==> config.mk <==
export PLATFORM = sky130hd
export DESIGN_NAME = seven_segment_display
export DESIGN_NICKNAME = d
export VERILOG_FILES = /design/src/hw/seven_segment_display.sv
export SDC_FILE = /design/constraint.sdc
export NUM_CORES = 1
export LEC_CHECK = 0
export BUFFER_PORTS_ARGS = -buffer_cell sky130_fd_sc_hd__buf_2
export CAP_MARGIN = 5
export CORE_MARGIN = 3
export CORE_UTILIZATION = 45
export DETAILED_ROUTE_END_ITERATION = 16
export PLACE_DENSITY_LB_ADDON = 0.3
export SETUP_SLACK_MARGIN = 0.3
export SYNTH_ARGS = -nofsm -noshare
export SYNTH_HDL_FRONTEND = slang
export SYNTH_SLANG_ARGS = --single-unit
==> constraint.sdc <==
create_clock -name vclk -period 3.5
set_input_delay 0.175 -clock vclk [all_inputs]
set_output_delay 0.175 -clock vclk [all_outputs]
set_load 0.05 [all_outputs]
==> src/hw/seven_segment_display.sv <==
// Hex seven-segment decoder
`timescale 1ns/1ps
`default_nettype none

module seven_segment_display #(
    parameter int w_digit = 8
) (
    input  logic [$clog2(w_digit)-1:0] digit_index,
    input  logic [31:0]                number,
    output logic [7:0]                 abcdefgh,
    output logic [w_digit-1:0]         digit
);

    logic [3:0] nibble;
    logic [6:0] seg;     // a..g, a is the MSB

    assign nibble = number[4*digit_index +: 4];  // Digit i shows nibble i

    always_comb begin
        case (nibble)
            4'h0: seg = 7'b1111110;
            4'h1: seg = 7'b0110000;
            4'h2: seg = 7'b1101101;
            4'h3: seg = 7'b1111001;
            4'h4: seg = 7'b0110011;
            4'h5: seg = 7'b1011011;
            4'h6: seg = 7'b1011111;
            4'h7: seg = 7'b1110000;
            4'h8: seg = 7'b1111111;
            4'h9: seg = 7'b1111011;
            4'ha: seg = 7'b1110111;
            4'hb: seg = 7'b0011111;  // Lower case b
            4'hc: seg = 7'b1001110;
            4'hd: seg = 7'b0111101;  // Lower case d
            4'he: seg = 7'b1001111;
            default: seg = 7'b1000111;  // F
        endcase
    end

    assign abcdefgh = {seg, 1'b0};  // Dot off

    // One-hot enable, active high
    assign digit = w_digit'(1) << digit_index;

endmodule

`default_nettype wire

==> metrics.txt <==
vias in the first global route 590; fin. max-slew vios 0; PwrDens 274 nW/um2; Post-Syn Area per Cell between 10 and 15 um2; CP Class input pin to primary output; Max Freq approximately 0.37 GHz; Worst Path Arrival ~2.5 ns; hpwl dp approximately 1300 um; vias after detailed routing just over 600; CLK BUF 0; met2 Use GR between 30% and 40%; Layout area overhead 31.4%; std cell rows 13; ranking of synthesized cells by area mux4_2 24%, ha_1 14%, buf_6 7.0%, mux2_2 7.0%, mux2i_4 7.0%; core area between 1000 and 1500 um2; RD Place Congestion 0.755; IO buf count 50; max-cap violation count 0; share of the synthesized area in the top cell type 24.4%; Post-Syn Area roughly 650 um2; final setup violating endpoints 0; GRT Resource Usage Total roughly 16%; worst IR drop on VDD around 120 uV; final hold vios 0; crit path time final around 2.7 ns; fin crit share between 70 and 80%; met3 usage 1.66%; Synth Net Count a little over 100; dpl cells 118; Final ANT Viol Nets 0; crit-path max FO 16; Crit. End Element primary output; YS warnings 0; register area 0 um2; status finished, final reports clean; Vias per Instance between 5 and 6; post-synthesis sequential area ratio 0%; met1 global-route usage between 10% and 20%; initial drt markers 3; # IOs a little over 50; antenna cells 0; WP data required ~3.3 ns; # DRC 0; seq_cells 0; initial core utilization 49.0%; setup TNS 0 ns; Post-Route WL 1540 um; DR WL/cell roughly 13 um; Hold Startpoint digit_index[2]; startpoint types input pin; fillers approximately 110; RSZ-0062 raised after global routing no; Post-Syn Instances between 60 and 70; Crit. Startpoint digit_index[0]; nets@finish ~150; first-pass GRT wire length around 2400 um; Yosys top cell by area mux4_2; DRT Pass-1 Iters 4; initial antenna violation count 0; DIE HEIGHT 43.9 um; number of library cell types mapped by synthesis 28; hold_buf cts 0; Pwr Total 232 uW; fin util between 60% and 70%; busiest grt layer met2; Setup Buffers After CTS 0; HP Class input pin to primary output; die area 1930 um2; layout cell share with drive strength beyond 1 roughly 62%; cts repair resizes 0; gr ovfl total 0; multi-input combinational cell area 564 um2; largest net degree at the start of global routing 17; Finished Layout Cells between 100 and 150; Pleak approximately 0.44 nW; Die W 43.9 um
-- cell families (layout without fill, tap and decap cells) --
group | after synthesis | count (layout) | synth area share [%]
AO/OA/AOI/OAI | 6 | 6 | 6.78
XOR/XNOR | 1 | 1 | 1.36
adder cells (fa/ha/maj) | 7 | 7 | 13.6
buffers and inverters | 12 | 54 | 12.6
multiplexers | 19 | 19 | 51.0
other | 1 | 1 | 0.581
AND/OR/NAND/NOR | 15 | 15 | 14.2
-- worst max-delay path: stages --
cell and delay (ns):
buf_2 0.30, mux4_2 0.55, mux2i_2 0.35, inv_1 0.15
ha_1 0.24, or3_1 0.37, o211ai_1 0.09, buf_2 0.28
-- stage by stage --
step,instance area (um2),hold WS (ns),setup slack [ns]
6_report,848,0.878,0.810
4_1_cts,848,0.884,0.792
5_1_grt,848,0.927,0.647
2_1_floorplan,646,0.762,0.641
3_3_place_gp,848,0.877,0.858
3_5_place_dp,848,0.882,0.790
-- cell type report --
| cell class | count | area share [%] |
|---|---|---|
| timing repair buffer | 50 | 29.5 |
| inverter | 4 | 1.77 |
| tap | 15 | 2.21 |
| multi-input combinational | 49 | 66.5 |
-- worst paths after layout --
kind / depth (start not counted) / slack [ns] / endpoint
max: 8 / 0.81 / abcdefgh[7]
min: 4 / 0.88 / digit[5]
-- synth_stat cells (all sizes together) --
cell and instances:
a21oi 1, a22oi 3, and3 1, and3b 2, buf 7, clkbuf 1
conb 1, ha 7, inv 4, mux2 5, mux2i 6, mux4 8
nand2 2, nand3b 1, nor2 2, nor2b 1, nor3 2, nor3b 3
o211ai 1, o22a 1, or3 1, xnor2 1
-- metal layers --
layer / vias to the layer above / wire (um)
met3: 0 / 115
met4: 0 / 0
li1: 313 / -
met5: - / 0
met1: 279 / 619
met2: 25 / 802
-- placed cells by master, fill, tap and decap left out --
cell / count
nor3b_1: 3
buf_2: 50
or3_1: 1
a22oi_1: 3
ha_1: 7
mux2i_4: 2
conb_1: 1
nor2_1: 2
mux2_2: 4
nand2_1: 2
mux2i_1: 3
mux4_2: 7
o211ai_1: 1
o22a_1: 1
and3_1: 1
xnor2_1: 1
nor3_1: 2
nand3b_1: 1
inv_1: 4
mux2_1: 1
nor2b_1: 1
a21oi_1: 1
mux4_1: 1
mux2i_2: 1
and3b_1: 2
-- where the power goes --
part           leakage [nW]  total (mW)  internal (mW)  switching, mW
clock                     0           0              0              0
combinational         0.438       0.232         0.0837          0.149
sequential                0           0              0              0
total                 0.438       0.232         0.0837          0.149
No activity file was read; power rests on OpenSTA's default activity.
