**config.mk**
```make
export PLATFORM = sky130hd
export DESIGN_NAME = seg_scan_timer
export DESIGN_NICKNAME = d
export VERILOG_FILES = /design/src/hw/seg_scan_timer.sv
export SDC_FILE = /design/constraint.sdc
export NUM_CORES = 1
export LEC_CHECK = 0
export ABC_AREA = 1
export ABC_CLOCK_PERIOD_IN_PS = 1560
export CAP_MARGIN = 10
export CORE_MARGIN = 2
export CORE_UTILIZATION = 55
export DETAILED_ROUTE_END_ITERATION = 6
export DONT_BUFFER_PORTS = 1
export PLACE_DENSITY = 0.7
export SKIP_LAST_GASP = 1
export SYNTH_ARGS = -nofsm -noshare
export SYNTH_HDL_FRONTEND = slang
export SYNTH_SLANG_ARGS = --single-unit
```
**constraint.sdc**
```tcl
create_clock -name clock -period 1.56 [get_ports clock]
set_clock_uncertainty 0.1 [all_clocks]
set_input_delay 0.078 -clock clock [delete_from_list [all_inputs] [get_ports clock]]
set_output_delay 0.078 -clock clock [all_outputs]
set_load 0.01 [all_outputs]
```
**src/hw/seg_scan_timer.sv**
```systemverilog
// Digit scan timer
`timescale 1ns/1ps
`default_nettype none

module seg_scan_timer #(
    parameter int w_digit    = 8,
    parameter int scan_div_w = 16
) (
    input  logic                       clock,
    input  logic                       arst_n,
    output logic [$clog2(w_digit)-1:0] digit_index
);

    logic [scan_div_w-1:0] presc;   // Free running
    logic                  tick;

    assign tick = &presc;  // Once per 2^scan_div_w cycles

    always_ff @(posedge clock or negedge arst_n) begin
        if (!arst_n) begin
            presc <= '0;
        end else begin
            presc <= presc + 1'b1;
        end
    end

    always_ff @(posedge clock or negedge arst_n) begin
        if (!arst_n) begin
            digit_index <= '0;
        end else if (tick) begin
            if (digit_index == w_digit - 1) digit_index <= '0;  // Wrap
            else                            digit_index <= digit_index + 1'b1;
        end
    end

    a_index_range: assert property (@(posedge clock) disable iff (!arst_n)
        digit_index < w_digit);

endmodule

`default_nettype wire

```
==> impl_results.md <==
- Outcome: finished, final reports clean
- CP max-delay cell: dfrtp_1
- Drt first pass iters: 4
- CTS tree: yes
- Main area contributors after synthesis: dfrtp_1, nand2_1, nor2_1
- Root Driver: clkbuf_4
- CP Data Arrival Time: 1.54 ns
- Initial DRC count: 17
- Most common cell after layout, fill and taps aside: nand2_1
- Worst skew pair latency: 0.29 ns
- Reg2reg end: digit_index[0]
- Wire length per cell: 11.5 µm
- Worst-Margin Slew: 0.837 ns
- Final worst-path cycle share: 93.0%
- R2R depth: 7
- CP required: 1.65 ns
- Syn Inst Count: 109
- I/O pin total: 5
- Max H-tree Level: 1
- Initial antenna violation count: 0
- Critical path class: reg -> reg
- Initial core utilization: 60.2%
- Startpoint types: flip-flop
- Drt via density: 5.23
- DP HPWL: 1100 µm
- Avg Cell Area, Syn: 8.61 µm²
- Yosys cell types: 16
- Crit path largest cell delay: 0.42 ns
- Minimum clock period: 1.45 ns
- Cell Area, Synth: 938 µm²
- Max-slew violation count: 0
- CP endpoint kind: flip-flop
- Most frequent cells in the layout: nand2_1, dfrtp_1, nor2_1, inv_1, nand3_1
- Yosys Warn Count: 0
- Detail Route Antenna Nets: 0
- Synth top area share: 50.7%
- Final Hold Viols: 0
- Share of layout cells above drive strength 1: 9.65%
- Setup_tns: 0 ns
- Sequential share of the synthesized area: 50.7%
- Max VDD drop: 0.439 mV
- Die H: 45.3 µm
- Final setup violation count: 0
- Met3 usage: 4.00%
- Die area: 2050 µm²
- Syn Nets: 114
- Max-slew headroom: 44.0%
- Longest Clk Path Bufs: 2
- Clock sinks: 19
- Vias in the first global route: 663
- Die width: 45.3 µm
- # DRC: 0
- CTS resizes: 0
- Fillcell total: 123
- Clock buffer count from CTS: 3
- Flops & latches, synth: 19
- Leakage: 0.503 nW
- F_max: 689 MHz
- M1 GR Usage: 24.3%
- Dpl ws: 0.132 ns
- Crit-path cells: ha_1 -> nand2_1 -> nor2_2 -> nand2_2 -> clkinv_1 -> nand3_1 -> nand2_1
- Hold Crit Class: in -> async
- Largest net degree at the start of global routing: 20
- Grt ovf: 0
- Yosys top cell by area: dfrtp_1
- RSZ-0062 raised after global routing: no
- ANT cells: 0
- Core area: 1560 µm²
- Setup WS post-layout: 0.109 ns
- Critical path fanouts, max: 7
- RR Startpoint: presc[0]
- Port Buffers: 0
- Final Wtd Congestion: 0.819
- Grt peak-use layer: met2
- Max cap viols: 0
- Final wirelength: 1490 µm
- First-pass GRT wire length: 2740 µm
- Core Rows: 14
- Vias: 680
- PD cells: 753 nW/µm²
- Final nets: 120
- Synth-to-Final Area Change: 6.00%
- Postcts setup bufs: 0
- Tot GR Track Use: 18.4%
- Most frequent CP cell: nand2_1
- Clock transition at the registers of the reported paths: 0.11 ns
- Met2 Use GR: 29.4%
- Reg2Reg Setup Slack: 0.11 ns
-- through the flow --
step	instances	total power [W]	cell area (µm²)	util, %	hold slack [ns]
2_1_floorplan	109	0.000502	938	-	-0.318
3_3_place_gp	125	0.000502	958	61.5	-0.317
3_5_place_dp	125	0.000502	958	61.5	-0.317
4_1_cts	130	0.000758	995	63.8	0.242
5_1_grt	130	0.000781	995	63.8	0.291
6_report	130	0.000749	995	63.8	0.217
-- flip-flops by register name, indices dropped and copies added, names as in the netlist --
| register | flops |
|---|---|
| digit_index | 3 |
| presc | 16 |
-- cell families (layout without fill, tap and decap cells) --
group           count (synthesis)  after routing  share of synthesized area [%]
simple gates                   62             62                           30.7
fa+ha+maj                       3              3                           4.00
buf+inv                        11             16                           4.40
compound gates                  7              7                           3.73
flops                          19             19                           50.7
xor+xnor                        7              7                           6.53
-- cells in the mapped netlist, drive strengths merged --
master	count
xnor2	3
o21ai	7
ha	3
dfrtp	19
nand3b	3
nand2	35
nand3	7
inv	10
clkinv	1
nand4	2
nor2	15
xor2	4
-- power by group --
group / internal, W / switching (W) / leakage [nW]
clock: 0.0000995 / 0.000147 / 0.0150
combinational: 0.00000168 / 0.00000900 / 0.237
sequential: 0.000492 / 0 / 0.251
total: 0.000593 / 0.000156 / 0.503
-- per-layer routing --
| layer | vias to the layer above | share of wire [%] |
|---|---|---|
| met4 | 0 | 0.54 |
| met3 | 2 | 2.6 |
| li1 | 357 | - |
| met2 | 10 | 44 |
| met1 | 311 | 53 |
| met5 | - | 0 |
-- layout make-up --
| cell class | count | area (µm²) | share of cell area [%] |
|---|---|---|---|
| multi-input combinational | 79 | 422 | 42.4 |
| inverter | 11 | 41.3 | 4.15 |
| tap | 16 | 20.0 | 2.01 |
| timing repair buffer | 1 | 10.0 | 1.01 |
| sequential | 19 | 475 | 47.8 |
| clock buffer | 4 | 26.3 | 2.64 |
-- repair_timing --
action                                 CTS  global route
hold buffers                             1             0
endpoints found under the hold margin   19             0
setup endpoints to repair                0             0
-- how the worst max path moves through the flow --
stage / from / to / slack, ns / cells past startpoint
floorplan: presc[0] / digit_index[0] / 0.26 / 7
global placement: presc[0] / digit_index[1] / 0.18 / 7
detailed placement: presc[0] / digit_index[1] / 0.13 / 7
CTS: presc[0] / digit_index[1] / 0.12 / 7
global route: presc[0] / digit_index[0] / 0.009 / 7
finish: presc[0] / digit_index[0] / 0.11 / 7
-- critical path: cells and delay by family, from the launching register on --
family / cells / cell delay (ns)
buffers and inverters: 1 / 0.16
flip-flops: 1 / 0.42
adder cells (fa/ha/maj): 1 / 0.24
AND/OR/NAND/NOR: 5 / 0.43
(Power assumes the default switching activity.)
