`config.mk`:
```
export PLATFORM = sky130hd
export DESIGN_NAME = conic_regs
export DESIGN_NICKNAME = d
export VERILOG_FILES = /design/src/hw/conic_pkg.sv /design/src/hw/conic_regs.sv
export SDC_FILE = /design/constraint.sdc
export NUM_CORES = 1
export LEC_CHECK = 0
export ABC_AREA = 1
export BUFFER_PORTS_ARGS = -buffer_cell sky130_fd_sc_hd__buf_2
export CORE_MARGIN = 3
export CORE_UTILIZATION = 52
export DETAILED_ROUTE_END_ITERATION = 16
export PLACE_DENSITY = 0.77
export SLEW_MARGIN = 20
export SYNTH_ARGS = -nofsm -noshare
export SYNTH_HDL_FRONTEND = slang
export SYNTH_SLANG_ARGS = --single-unit
```
`constraint.sdc`:
```
create_clock -name clock -period 4.45 [get_ports clock]
set_input_delay 0.6675 -clock clock [delete_from_list [all_inputs] [get_ports clock]]
set_output_delay 0.6675 -clock clock [all_outputs]
set_load 0.01 [all_outputs]
```
`src/hw/conic_pkg.sv`:
```
// Conic renderer shared types
`default_nettype none

package conic_pkg;

    localparam int coord_w = 10;   // Covers 480x272 plus sign room on differences
    localparam int addr_w  = 8;    // AXI4-Lite byte address width

    // Register map, one 32-bit word each
    localparam logic [addr_w-1:0] addr_ctrl     = 8'h00;  // Shape enables
    localparam logic [addr_w-1:0] addr_ell_ctr  = 8'h04;
    localparam logic [addr_w-1:0] addr_ell_geom = 8'h08;
    localparam logic [addr_w-1:0] addr_par_vtx  = 8'h0C;
    localparam logic [addr_w-1:0] addr_par_geom = 8'h10;
    localparam logic [addr_w-1:0] addr_hyp_ctr  = 8'h14;
    localparam logic [addr_w-1:0] addr_hyp_geom = 8'h18;
    localparam logic [addr_w-1:0] addr_disp     = 8'h1C;  // Seven-segment word

    // Enable bits inside the control word
    localparam int en_ell_bit = 0;
    localparam int en_par_bit = 1;
    localparam int en_hyp_bit = 2;

    typedef struct packed {
        logic [coord_w-1:0] cx;
        logic [coord_w-1:0] cy;
    } point_t;

    // Semi-axes, ellipse and hyperbola reading
    typedef struct packed {
        logic [coord_w-1:0] ra;
        logic [coord_w-1:0] rb;
        logic [11:0]        pad;
    } axes_t;

    // Parabola reading of the same word
    typedef struct packed {
        logic [coord_w-1:0] p;         // Vertex to focus
        logic               opens_up;
        logic [20:0]        pad;
    } focus_t;

    typedef union packed {
        axes_t  axes;
        focus_t focus;
    } geom_u;

    typedef struct packed {
        logic   en;
        point_t pt;    // Centre, or vertex for the parabola
        geom_u  geom;
    } shape_cfg_t;

    typedef struct packed {
        shape_cfg_t ell;
        shape_cfg_t par;
        shape_cfg_t hyp;
    } scene_cfg_t;

    // RGB565 as the LCD takes it
    typedef struct packed {
        logic [4:0] red;
        logic [5:0] green;
        logic [4:0] blue;
    } rgb_t;

    typedef struct packed {
        logic               valid;
        logic [coord_w-1:0] x;
        logic [coord_w-1:0] y;
    } pixel_t;

endpackage

`default_nettype wire

```
`src/hw/conic_regs.sv`:
```
// Shape register file
// AXI4-Lite slave
`timescale 1ns/1ps
`default_nettype none

module conic_regs (
    input  logic                           clock,
    input  logic                           arst_n,

    input  logic [conic_pkg::addr_w-1:0]   awaddr,
    input  logic                           awvalid,
    output logic                           awready,
    input  logic [31:0]                    wdata,
    input  logic [3:0]                     wstrb,
    input  logic                           wvalid,
    output logic                           wready,
    output logic [1:0]                     bresp,
    output logic                           bvalid,
    input  logic                           bready,

    input  logic [conic_pkg::addr_w-1:0]   araddr,
    input  logic                           arvalid,
    output logic                           arready,
    output logic [31:0]                    rdata,
    output logic [1:0]                     rresp,
    output logic                           rvalid,
    input  logic                           rready,

    output conic_pkg::scene_cfg_t          cfg,
    output logic [31:0]                    disp_word
);

    localparam int         n_regs      = 8;
    localparam logic [1:0] resp_okay   = 2'b00;
    localparam logic [1:0] resp_slverr = 2'b10;

    typedef enum logic {st_idle, st_resp} ch_state_t;

    ch_state_t   wr_state;
    ch_state_t   rd_state;
    logic [31:0] regs [n_regs];
    logic        wr_fire;
    logic        rd_fire;
    logic        wr_hit;
    logic        rd_hit;

    // Word aligned and inside the eight-word window
    function automatic logic is_mapped(input logic [conic_pkg::addr_w-1:0] a);
        is_mapped = (a < 4 * n_regs) && (a[1:0] == 2'b00);
    endfunction

    // AW and W taken together, only with no response pending
    assign awready = (wr_state == st_idle) && awvalid && wvalid;
    assign wready  = awready;
    assign wr_fire = awready;
    assign wr_hit  = is_mapped(awaddr);
    assign bvalid  = (wr_state == st_resp);

    assign arready = (rd_state == st_idle);
    assign rd_fire = arready && arvalid;
    assign rd_hit  = is_mapped(araddr);
    assign rvalid  = (rd_state == st_resp);

    // Write channel FSM
    always_ff @(posedge clock or negedge arst_n) begin
        if (!arst_n) begin
            wr_state <= st_idle;
        end else begin
            case (wr_state)
                st_idle: if (wr_fire) wr_state <= st_resp;
                st_resp: if (bready)  wr_state <= st_idle;
                default: wr_state <= st_idle;
            endcase
        end
    end

    always_ff @(posedge clock) begin
        if (wr_fire) bresp <= wr_hit ? resp_okay : resp_slverr;
    end

    // Register file, byte lanes per wstrb
    always_ff @(posedge clock or negedge arst_n) begin
        if (!arst_n) begin
            regs <= '{default: '0};
        end else if (wr_fire && wr_hit) begin
            for (int b = 0; b < 4; b++) begin
                if (wstrb[b]) begin
                    regs[awaddr[4:2]][8*b +: 8] <= wdata[8*b +: 8];
                end
            end
        end
    end

    // Read channel FSM
    always_ff @(posedge clock or negedge arst_n) begin
        if (!arst_n) begin
            rd_state <= st_idle;
        end else begin
            case (rd_state)
                st_idle: if (rd_fire) rd_state <= st_resp;
                st_resp: if (rready)  rd_state <= st_idle;
                default: rd_state <= st_idle;
            endcase
        end
    end

    always_ff @(posedge clock) begin
        if (rd_fire) begin
            rdata <= rd_hit ? regs[araddr[4:2]] : '0;  // Zero on a miss
            rresp <= rd_hit ? resp_okay : resp_slverr;
        end
    end

    // Unpack into shape configs
    assign cfg.ell.en   = regs[conic_pkg::addr_ctrl[4:2]][conic_pkg::en_ell_bit];
    assign cfg.par.en   = regs[conic_pkg::addr_ctrl[4:2]][conic_pkg::en_par_bit];
    assign cfg.hyp.en   = regs[conic_pkg::addr_ctrl[4:2]][conic_pkg::en_hyp_bit];
    assign cfg.ell.pt   = regs[conic_pkg::addr_ell_ctr[4:2]][19:0];
    assign cfg.ell.geom = regs[conic_pkg::addr_ell_geom[4:2]];
    assign cfg.par.pt   = regs[conic_pkg::addr_par_vtx[4:2]][19:0];
    assign cfg.par.geom = regs[conic_pkg::addr_par_geom[4:2]];
    assign cfg.hyp.pt   = regs[conic_pkg::addr_hyp_ctr[4:2]][19:0];
    assign cfg.hyp.geom = regs[conic_pkg::addr_hyp_geom[4:2]];
    assign disp_word    = regs[conic_pkg::addr_disp[4:2]];

    // Responses held until the master takes them
    a_bvalid_hold: assert property (@(posedge clock) disable iff (!arst_n)
        bvalid && !bready |=> bvalid && $stable(bresp));

    a_rvalid_hold: assert property (@(posedge clock) disable iff (!arst_n)
        rvalid && !rready |=> rvalid && $stable(rdata));

endmodule

`default_nettype wire

```
==> flow_summary.ini, run 1 <==
[outcome]
status = completed

[cts]
cts_max_path_buffers = 3
cts-resized-gates = 0
post_cts_buffers = 0
h-tree-depth = 2
cts_made_buffers = 34
clkSinkCount = 292
path_clk_slew_ps = 60
clk_latency_ps = 520
cts_root_buf = clkbuf_16
cts_hold_buf = 0
cts_tree = done

[setup_path]
slowest_stage = clkinv_2
cpPeakStageDelay_ps = 740
cp-end-kind = output pin
crit_end = awready
path_cells = inv_1, nand3_2, clkinv_2, buf_2
critical_path.max_fanout = 27
worstSetupStartpoint = bvalid$_DFF_PN0_
critPathKind = flip-flop to output pin
r2r-start = bvalid$_DFF_PN0_
ff2ff_setup_slack_ps = 2230
rr_worst_depth = 6
cp-start-kind = flip-flop
worstPathArrival_ps = 2250
cp.required_ps = 3780
timing.rr.end = cfg[13]$_DFFE_PN0P_

[finish]
antenna_cells = 0
n_fill_cell = 2950
nets = 2216
fin_area_sq_um = 18000
layout-drive-gt1-share_pct = 19.0
syn2layout_area_growth_pct = 4.91

[floorplan]
initial_core_util_pct = 53.5
core_area_sq_um = 32000
rows = 65
die-area_sq_um = 35200
die_h_microns = 188
ioPinCount = 291
die_w_microns = 188

[yosys]
synth.avg_cell_area_sq_um = 7.88
synth_top_family_by_area = simple AND/OR/NAND/NOR gates
synth_warnings = 0
post_synth_instance_area_sq_um = 17200
synth_edf_count = 34
synth_most_common_cell = nand2_1
synthFlopType = dfrtp_1
synthCells = 2178
yosysTopAreaCellShare_pct = 37.6
ys_top_cells_by_count = 710 x nand2_1, 258 x dfrtp_1, 256 x nand4_1
synth_compound_area_share_pct = 1.93
yosys-top-cells-area = dfrtp_1 38%, nand2_1 16%, buf_4 9.6%
synthArstFlopShare_pct = 88.4
yosys.area.top_type = dfrtp_1
ys_seq_area_share_pct = 43.6
synth-seq-cells = 292
synthMuxAreaShare_pct = 0
synth_xor_area_share_pct = 0
synthAdderAreaFrac_pct = 0
synth_cell_types = 30
yosys.area_share.simple_pct = 36.8

[place]
place_area_sq_um = 16900
place_ws_ps = 1640
gp_congestion = 0.937
portBuffers = 288
dpl.hpwl_microns = 33500

[power]
power_leakage_uw = 0.00988
peakVddDrop_v = 0.000362
power_density_nw_per_um2 = 346

[sta]
fin_crit_sh_pct = 65.6
hold_ws_ps = 206
fin_worst_skew_ps = 29.4
post-route-min-period_ps = 2920
finalHoldViolCount = 0
slew_headroom_pct = 24.9
fin_ws_ps = 1530
tns_ps = 0
setup_viol = 0
slew_viol_final = 0
worstMarginPinSlew_ps = 1130
rsz0062_at_grt = no
fmax_mhz = 343

[global_route]
antenna_found_initial = 1
grt_pass1_wl_microns = 83800
grt_pass1_vias = 14456
grt.total_usage_pct = 29.6
grt_max_degree = 129
grt.overflow.total = 0

[run]
max_cap_viol_count = 0

[detailed_routing]
antenna_left = 0
first_iter_violations = 1818
vias_per_cell = 5.85
finalWirelength_microns = 53500
wire_per_inst_microns = 20.4
first_pass_iters = 5
vias = 15306
drc = 0

[min_path]
hp-class = input port to asynchronous set/reset pin
## through the flow
stage                     power (uW)  util (%)  std cells
after floorplan                 3230         -       2179
after global placement          3420      52.7       2556
after detailed placement        3430      52.7       2556
after CTS                       6250      56.2       2618
after global routing            6430      56.2       2618
final                           6230      56.2       2618
## area by class of cell
type	instances	area [sq um]	area share (%)
Sequential cell	292	7480	41.5
Inverter	143	546	3.03
Clock buffer	46	916	5.09
Timing Repair Buffer	308	1650	9.19
Multi-Input combinational cell	1378	6660	37.0
Clock inverter	16	204	1.13
Tap cell	435	544	3.02
## flip-flops by register name, indices dropped and copies added, names as in the netlist
signal,flops
rdata,32
rvalid,1
disp_word,32
cfg,159
bresp,1
regs,65
rresp,1
bvalid,1
## worst max-delay path: cells and delay by family (launching register included)
kind                   cells  cell delay (ps)
DFF                        1              340
buffers and inverters      3             1240
and+or+nand+nor            1              100
## power by group
| group | switching, uW | internal, uW | total, uW | leakage, uW |
|---|---|---|---|---|
| Combinational | 464 | 141 | 605 | 0.00541 |
| Clock | 1150 | 1690 | 2840 | 0.000547 |
| Sequential | 33.2 | 2750 | 2780 | 0.00392 |
| Total | 1650 | 4590 | 6230 | 0.00988 |
## cell usage in the layout (no fill, tap or decap), types with 2 or more instances in the layout
master     count
nand2_1      710
buf_2        286
dfrtp_1      258
nand4_1      256
nor2_1       192
inv_1        135
nand3_1       96
o21ai_0       62
edfxtp_1      34
clkbuf_16     34
nand4_4       23
buf_4         17
clkbuf_1      10
clkinv_2       9
nor2_8         8
nor3_1         8
nand2_2        5
inv_2          4
nand2_4        4
inv_6          4
o21ai_1        4
bufinv_16      4
buf_12         4
nand3_2        2
nor2_2         2
nor2_4         2
conb_1         2
clkbuf_8       2
## how the worst min path moves through the flow
stage / start / endpoint / slack, ps
finish: arst_n / cfg[89]$_DFFE_PN0P_ / 210
floorplan: arst_n / bvalid$_DFF_PN0_ / 370
global route: arst_n / cfg[89]$_DFFE_PN0P_ / 280
global placement: regs[214]$_DFFE_PN0P_ / regs[214]$_DFFE_PN0P_ / 450
detailed placement: regs[215]$_DFFE_PN0P_ / regs[215]$_DFFE_PN0P_ / 460
CTS: arst_n / cfg[149]$_DFFE_PN0P_ / 270
## kinds of logic (layout without fill, tap and decap cells)
kind of cell | count (synthesis) | after routing
DFF | 292 | 292
other | 1 | 2
buffers and inverters | 509 | 513
and+or+nand+nor | 1310 | 1310
AOI/OAI and AO/OA | 66 | 66
## layer usage
| metal | track usage (%) | wire, microns | up-vias | share of wire (%) |
|---|---|---|---|---|
| met1 | 41.3 | 21300 | 7368 | 40 |
| li1 | - | - | 6863 | - |
| met2 | 45.5 | 24200 | 951 | 45 |
| met4 | 10.7 | 1830 | 2 | 3.4 |
| met5 | 0 | 13 | - | 0.024 |
| met3 | 6.84 | 6080 | 122 | 11 |
Note: power is estimated with default switching activity, not from simulation.
==> run 2: changes to the inputs <==
PLACE_DENSITY = 0.8   (was 0.77)
clock period = 2.58 ns   (was 4.45 ns; I/O delays follow)
==> flow_summary.ini, run 2 (synthesized netlist as in run 1, its figures left out) <==
[power]
p_total_uw = 10300
p_sw_uw = 2780
peakVddDrop_v = 0.000538
clkPwrFrac_pct = 42.8
sw_frac_of_total_pct = 27.0
p_seq_share_pct = 46.6
power_leakage_uw = 0.0100
power_density_nw_per_um2 = 564
intPower_uw = 7520
combinationalPowerShare_pct = 10.7

[finish]
layout_common_cells = 710 x nand2_1, 286 x buf_2, 258 x dfrtp_1
syn2layout_area_growth_pct = 6.34
layout-drive-gt1-share_pct = 19.8
multiInputGateArea_sq_um = 6660
final_common_cell = nand2_1
final_cells = 2639
largest_reg_flops = 159
n_fill_cell = 2987
regArea_sq_um = 7480
nets = 2239

[floorplan]
die-area_sq_um = 35200
die_h_microns = 188
initial_core_util_pct = 53.5
rows = 65
ioPinCount = 291
die_w_microns = 188
core_area_sq_um = 32000

[outcome]
status = completed

[setup_path]
cp.required_ps = 2190
worstPathArrival_ps = 2030
critPathKind = flip-flop to output pin
crit_buf_inv = 4
path_cells = inv_1, nand3_2, clkinv_2, buf_12, buf_2
cp-end-kind = output pin
slowest_stage = clkinv_2
critical_path.max_fanout = 13
cpPeakStageDelay_ps = 400
cp-start-kind = flip-flop
critPathTopFamily = buffers and inverters

[cts]
path_clk_slew_ps = 60
h-tree-depth = 1
cts-resized-gates = 0
clkSinkCount = 292
cts_made_buffers = 31
cts_root_buf = clkbuf_16
post_cts_buffers = 0
clk_latency_ps = 570
cts_tree = done
cts_hold_buf = 2
cts_max_path_buffers = 3

[sta]
hold_ws_ps = 18.7
finalHoldViolCount = 0
rsz0062_at_grt = no
fmax_mhz = 414
fin_crit_sh_pct = 93.6
slew_headroom_pct = 44.3
setup_viol = 0
tns_ps = 0
post-route-min-period_ps = 2410
worstMarginPinSlew_ps = 835
slew_viol_final = 0
fin_worst_skew_ps = 10.4

[min_path]
hp-class = input port to flip-flop

[global_route]
antenna_found_initial = 2
grt_pass1_vias = 14450
grt.total_usage_pct = 29.4
top_usage_layer = met2
grt.overflow.total = 0
grt_max_degree = 129
use_met2_pct = 45.7
met1_usage_pct = 41.7
met3_usage_pct = 5.74
grt_pass1_wl_microns = 83600

[detailed_routing]
drc = 0
first_pass_iters = 6
vias = 15310
wire_per_inst_microns = 20.3
vias_per_cell = 5.80
first_iter_violations = 1980
finalWirelength_microns = 53500
antenna_left = 0

[place]
dpl.hpwl_microns = 34700
gp_congestion = 0.920
dpl.cell_count = 2580
portBuffers = 288

[run]
max_cap_viol_count = 0
[run 2: changes by cell type in the layout (fill, tap and decap cells not counted), moves of 2 or more]
cell and change:
buf_12 +14, buf_4 +10, bufinv_16 -4, clkbuf_1 -3
clkbuf_16 -2, clkbuf_8 +6, dlygate4sd3_1 +2, inv_6 -3
[run 2: final timing paths]
| path | start | end | slack, ps | cells after the start |
|---|---|---|---|---|
| max in group asynchronous | arst_n | cfg[126]$_DFFE_PN0P_ | 1360 | 3 |
| max | bvalid$_DFF_PN0_ | wready | 170 | 5 |
| min in group asynchronous | arst_n | cfg[5]$_DFFE_PN0P_ | 380 | 2 |
| min | rready | rvalid$_DFF_PN0_ | 20 | 2 |
| min reg2reg | regs[148]$_DFFE_PN0P_ | regs[148]$_DFFE_PN0P_ | 470 | 2 |
| max reg2reg | bvalid$_DFF_PN0_ | disp_word[29]$_DFFE_PN0P_ | 690 | 7 |
[run 2: stage by stage]
stage / util [%] / setup WS [ps] / instance area (sq um)
floorplan: - / 934 / 17200
global placement: 53.8 / 627 / 17200
detailed placement: 53.8 / 558 / 17200
CTS: 56.9 / 173 / 18200
global route: 56.9 / 78.1 / 18200
finish: 56.9 / 166 / 18200
[run 2: layout make-up]
class,count,share of cell area [%]
repair buffers,334,11.1
flip-flops and latches,292,41.0
diodes,1,0.0137
inverters,143,2.98
clock inverters,9,0.281
clock buffers,47,5.14
multi-input cells,1378,36.5
well taps,435,2.98
[run 2: metal layers]
metal  vias up  wire length, microns
li1       6895                     -
met1      7314                 21800
met2       969                 24100
met3       130                  6000
met4         2                  1650
met5         -                     7
[run 2: power groups by stage]
stage               sequential (uW)  combinational (uW)  clock [uW]
finish                         4800                1100        4400
global route                   4800                1190        4620
CTS                            4800                1080        4410
detailed placement             4880                1080           0
global placement               4880                1060           0
floorplan                      4890                 681           0
==> run 3: changes to the inputs <==
CORE_MARGIN = default   (was 3)
==> flow_summary.ini, run 3 (synthesized netlist as in run 1, its figures left out) <==
[place]
gp_congestion = 0.879
dpl.hpwl_microns = 34700
portBuffers = 288

[cts]
cts-resized-gates = 0
cts_tree = done
clk_latency_ps = 520
cts_root_buf = clkbuf_16
clkSinkCount = 292
cts_made_buffers = 34
cts_max_path_buffers = 3
h-tree-depth = 2
post_cts_buffers = 0
path_clk_slew_ps = 60

[detailed_routing]
vias_per_cell = 5.74
antenna_left = 0
wire_per_inst_microns = 19.6
drc = 0
first_pass_iters = 6
vias = 15193
finalWirelength_microns = 52000
first_iter_violations = 1411

[floorplan]
die-area_sq_um = 33700
initial_core_util_pct = 52.7
die_h_microns = 184
die_w_microns = 184
ioPinCount = 291
rows = 66
core_area_sq_um = 32500

[finish]
layout-drive-gt1-share_pct = 19.7
fin_util_pct = 56.3
syn2layout_area_growth_pct = 6.85
largest_reg_flops = 159
layout_common_cells = 710 x nand2_1, 286 x buf_2, 258 x dfrtp_1
nets = 2241
final_common_cell = nand2_1

[min_path]
hp-class = input port to flip-flop
hold_path_end = bvalid$_DFF_PN0_
worstHoldStart = bready
hold_depth = 2

[sta]
setup_viol = 0
slew_viol_final = 0
slew_headroom_pct = 48.7
worstMarginPinSlew_ps = 769
finalHoldViolCount = 0
rsz0062_at_grt = no
post-route-min-period_ps = 2310
fin_worst_skew_ps = 19.5
fmax_mhz = 433
hold_ws_ps = 67.9
tns_ps = 0
fin_crit_sh_pct = 89.5

[global_route]
antenna_found_initial = 1
grt_pass1_vias = 14265
grt_pass1_wl_microns = 80300
grt_max_degree = 129
grt.total_usage_pct = 30.8
grt.overflow.total = 0

[setup_path]
timing.rr.end = regs[234]$_DFFE_PN0P_
critPathKind = flip-flop to output pin
ff2ff_setup_slack_ps = 690
r2r-start = bvalid$_DFF_PN0_
cp.required_ps = 2190
cp-end-kind = output pin
critical_path.max_fanout = 16
worstSetupStartpoint = bvalid$_DFF_PN0_
worstPathArrival_ps = 1920
rr_worst_depth = 7
cp-start-kind = flip-flop

[power]
peakVddDrop_v = 0.000724
power_density_nw_per_um2 = 586
power_leakage_uw = 0.0101
p_total_uw = 10700

[run]
max_cap_viol_count = 0

[outcome]
status = completed
[run 3: cell types whose count changed in the layout (fill, tap and decap cells not counted)]
cell and delta:
bufinv_16 +2, inv_1 +1, buf_12 -3, clkinvlp_4 -1, inv_2 -1, clkinv_2 -3
clkinv_4 -1, clkbuf_16 +5, dlygate4sd3_1 -1, inv_6 +1, buf_4 +3, clkinv_1 +5
clkbuf_8 -4
[run 3: through the flow]
step,area [sq um],std cells,setup WS (ps)
after floorplan,17200,2179,934
after global placement,17200,2587,618
after detailed placement,17200,2587,614
after CTS,18300,2648,253
after global routing,18300,2648,187
final,18300,2649,272
[run 3: final cells by class]
cell class              count  area, sq um
diodes                      1         2.50
clock buffers              48         1010
clock inverters            12          108
fillers                  3049        14200
inverters                 143          544
multi-input cells        1378         6660
flip-flops and latches    292         7480
well taps                 442          553
repair buffers            333         1980
[run 3: how the worst max path moves through the flow]
stage,slack (ps),to
floorplan,930,rdata[0]$_SDFFCE_PN0P_
global placement,620,cfg[153]$_DFFE_PN0P_
detailed placement,610,regs[234]$_DFFE_PN0P_
CTS,250,awready
global route,190,wready
finish,270,wready
[run 3: worst max-delay path: stages (launching register included)]
cell	delay (ps)
dfrtp_1	330
inv_1	60
nand3_2	170
clkinv_2	500
buf_2	340
[run 3: per-layer routing]
layer / GRT usage [%] / share of wire, %
met1: 38.0 / 37
met2: 51.1 / 48
met3: 5.76 / 9.6
met4: 16.9 / 5.7
met5: 0 / 0.025
[run 3: power by group]
| part | internal (uW) | leakage, uW | switching (uW) |
|---|---|---|---|
| Sequential | 4740 | 0.00392 | 52.4 |
| Clock | 2920 | 0.000549 | 1940 |
| Combinational | 281 | 0.00559 | 805 |
| Total | 7940 | 0.0101 | 2790 |
[run 3: repair_timing]
action / in CTS / in global routing
hold endpoints to repair: 54 / 0
endpoints found under the setup margin: 0 / 0
hold buffers: 1 / 0
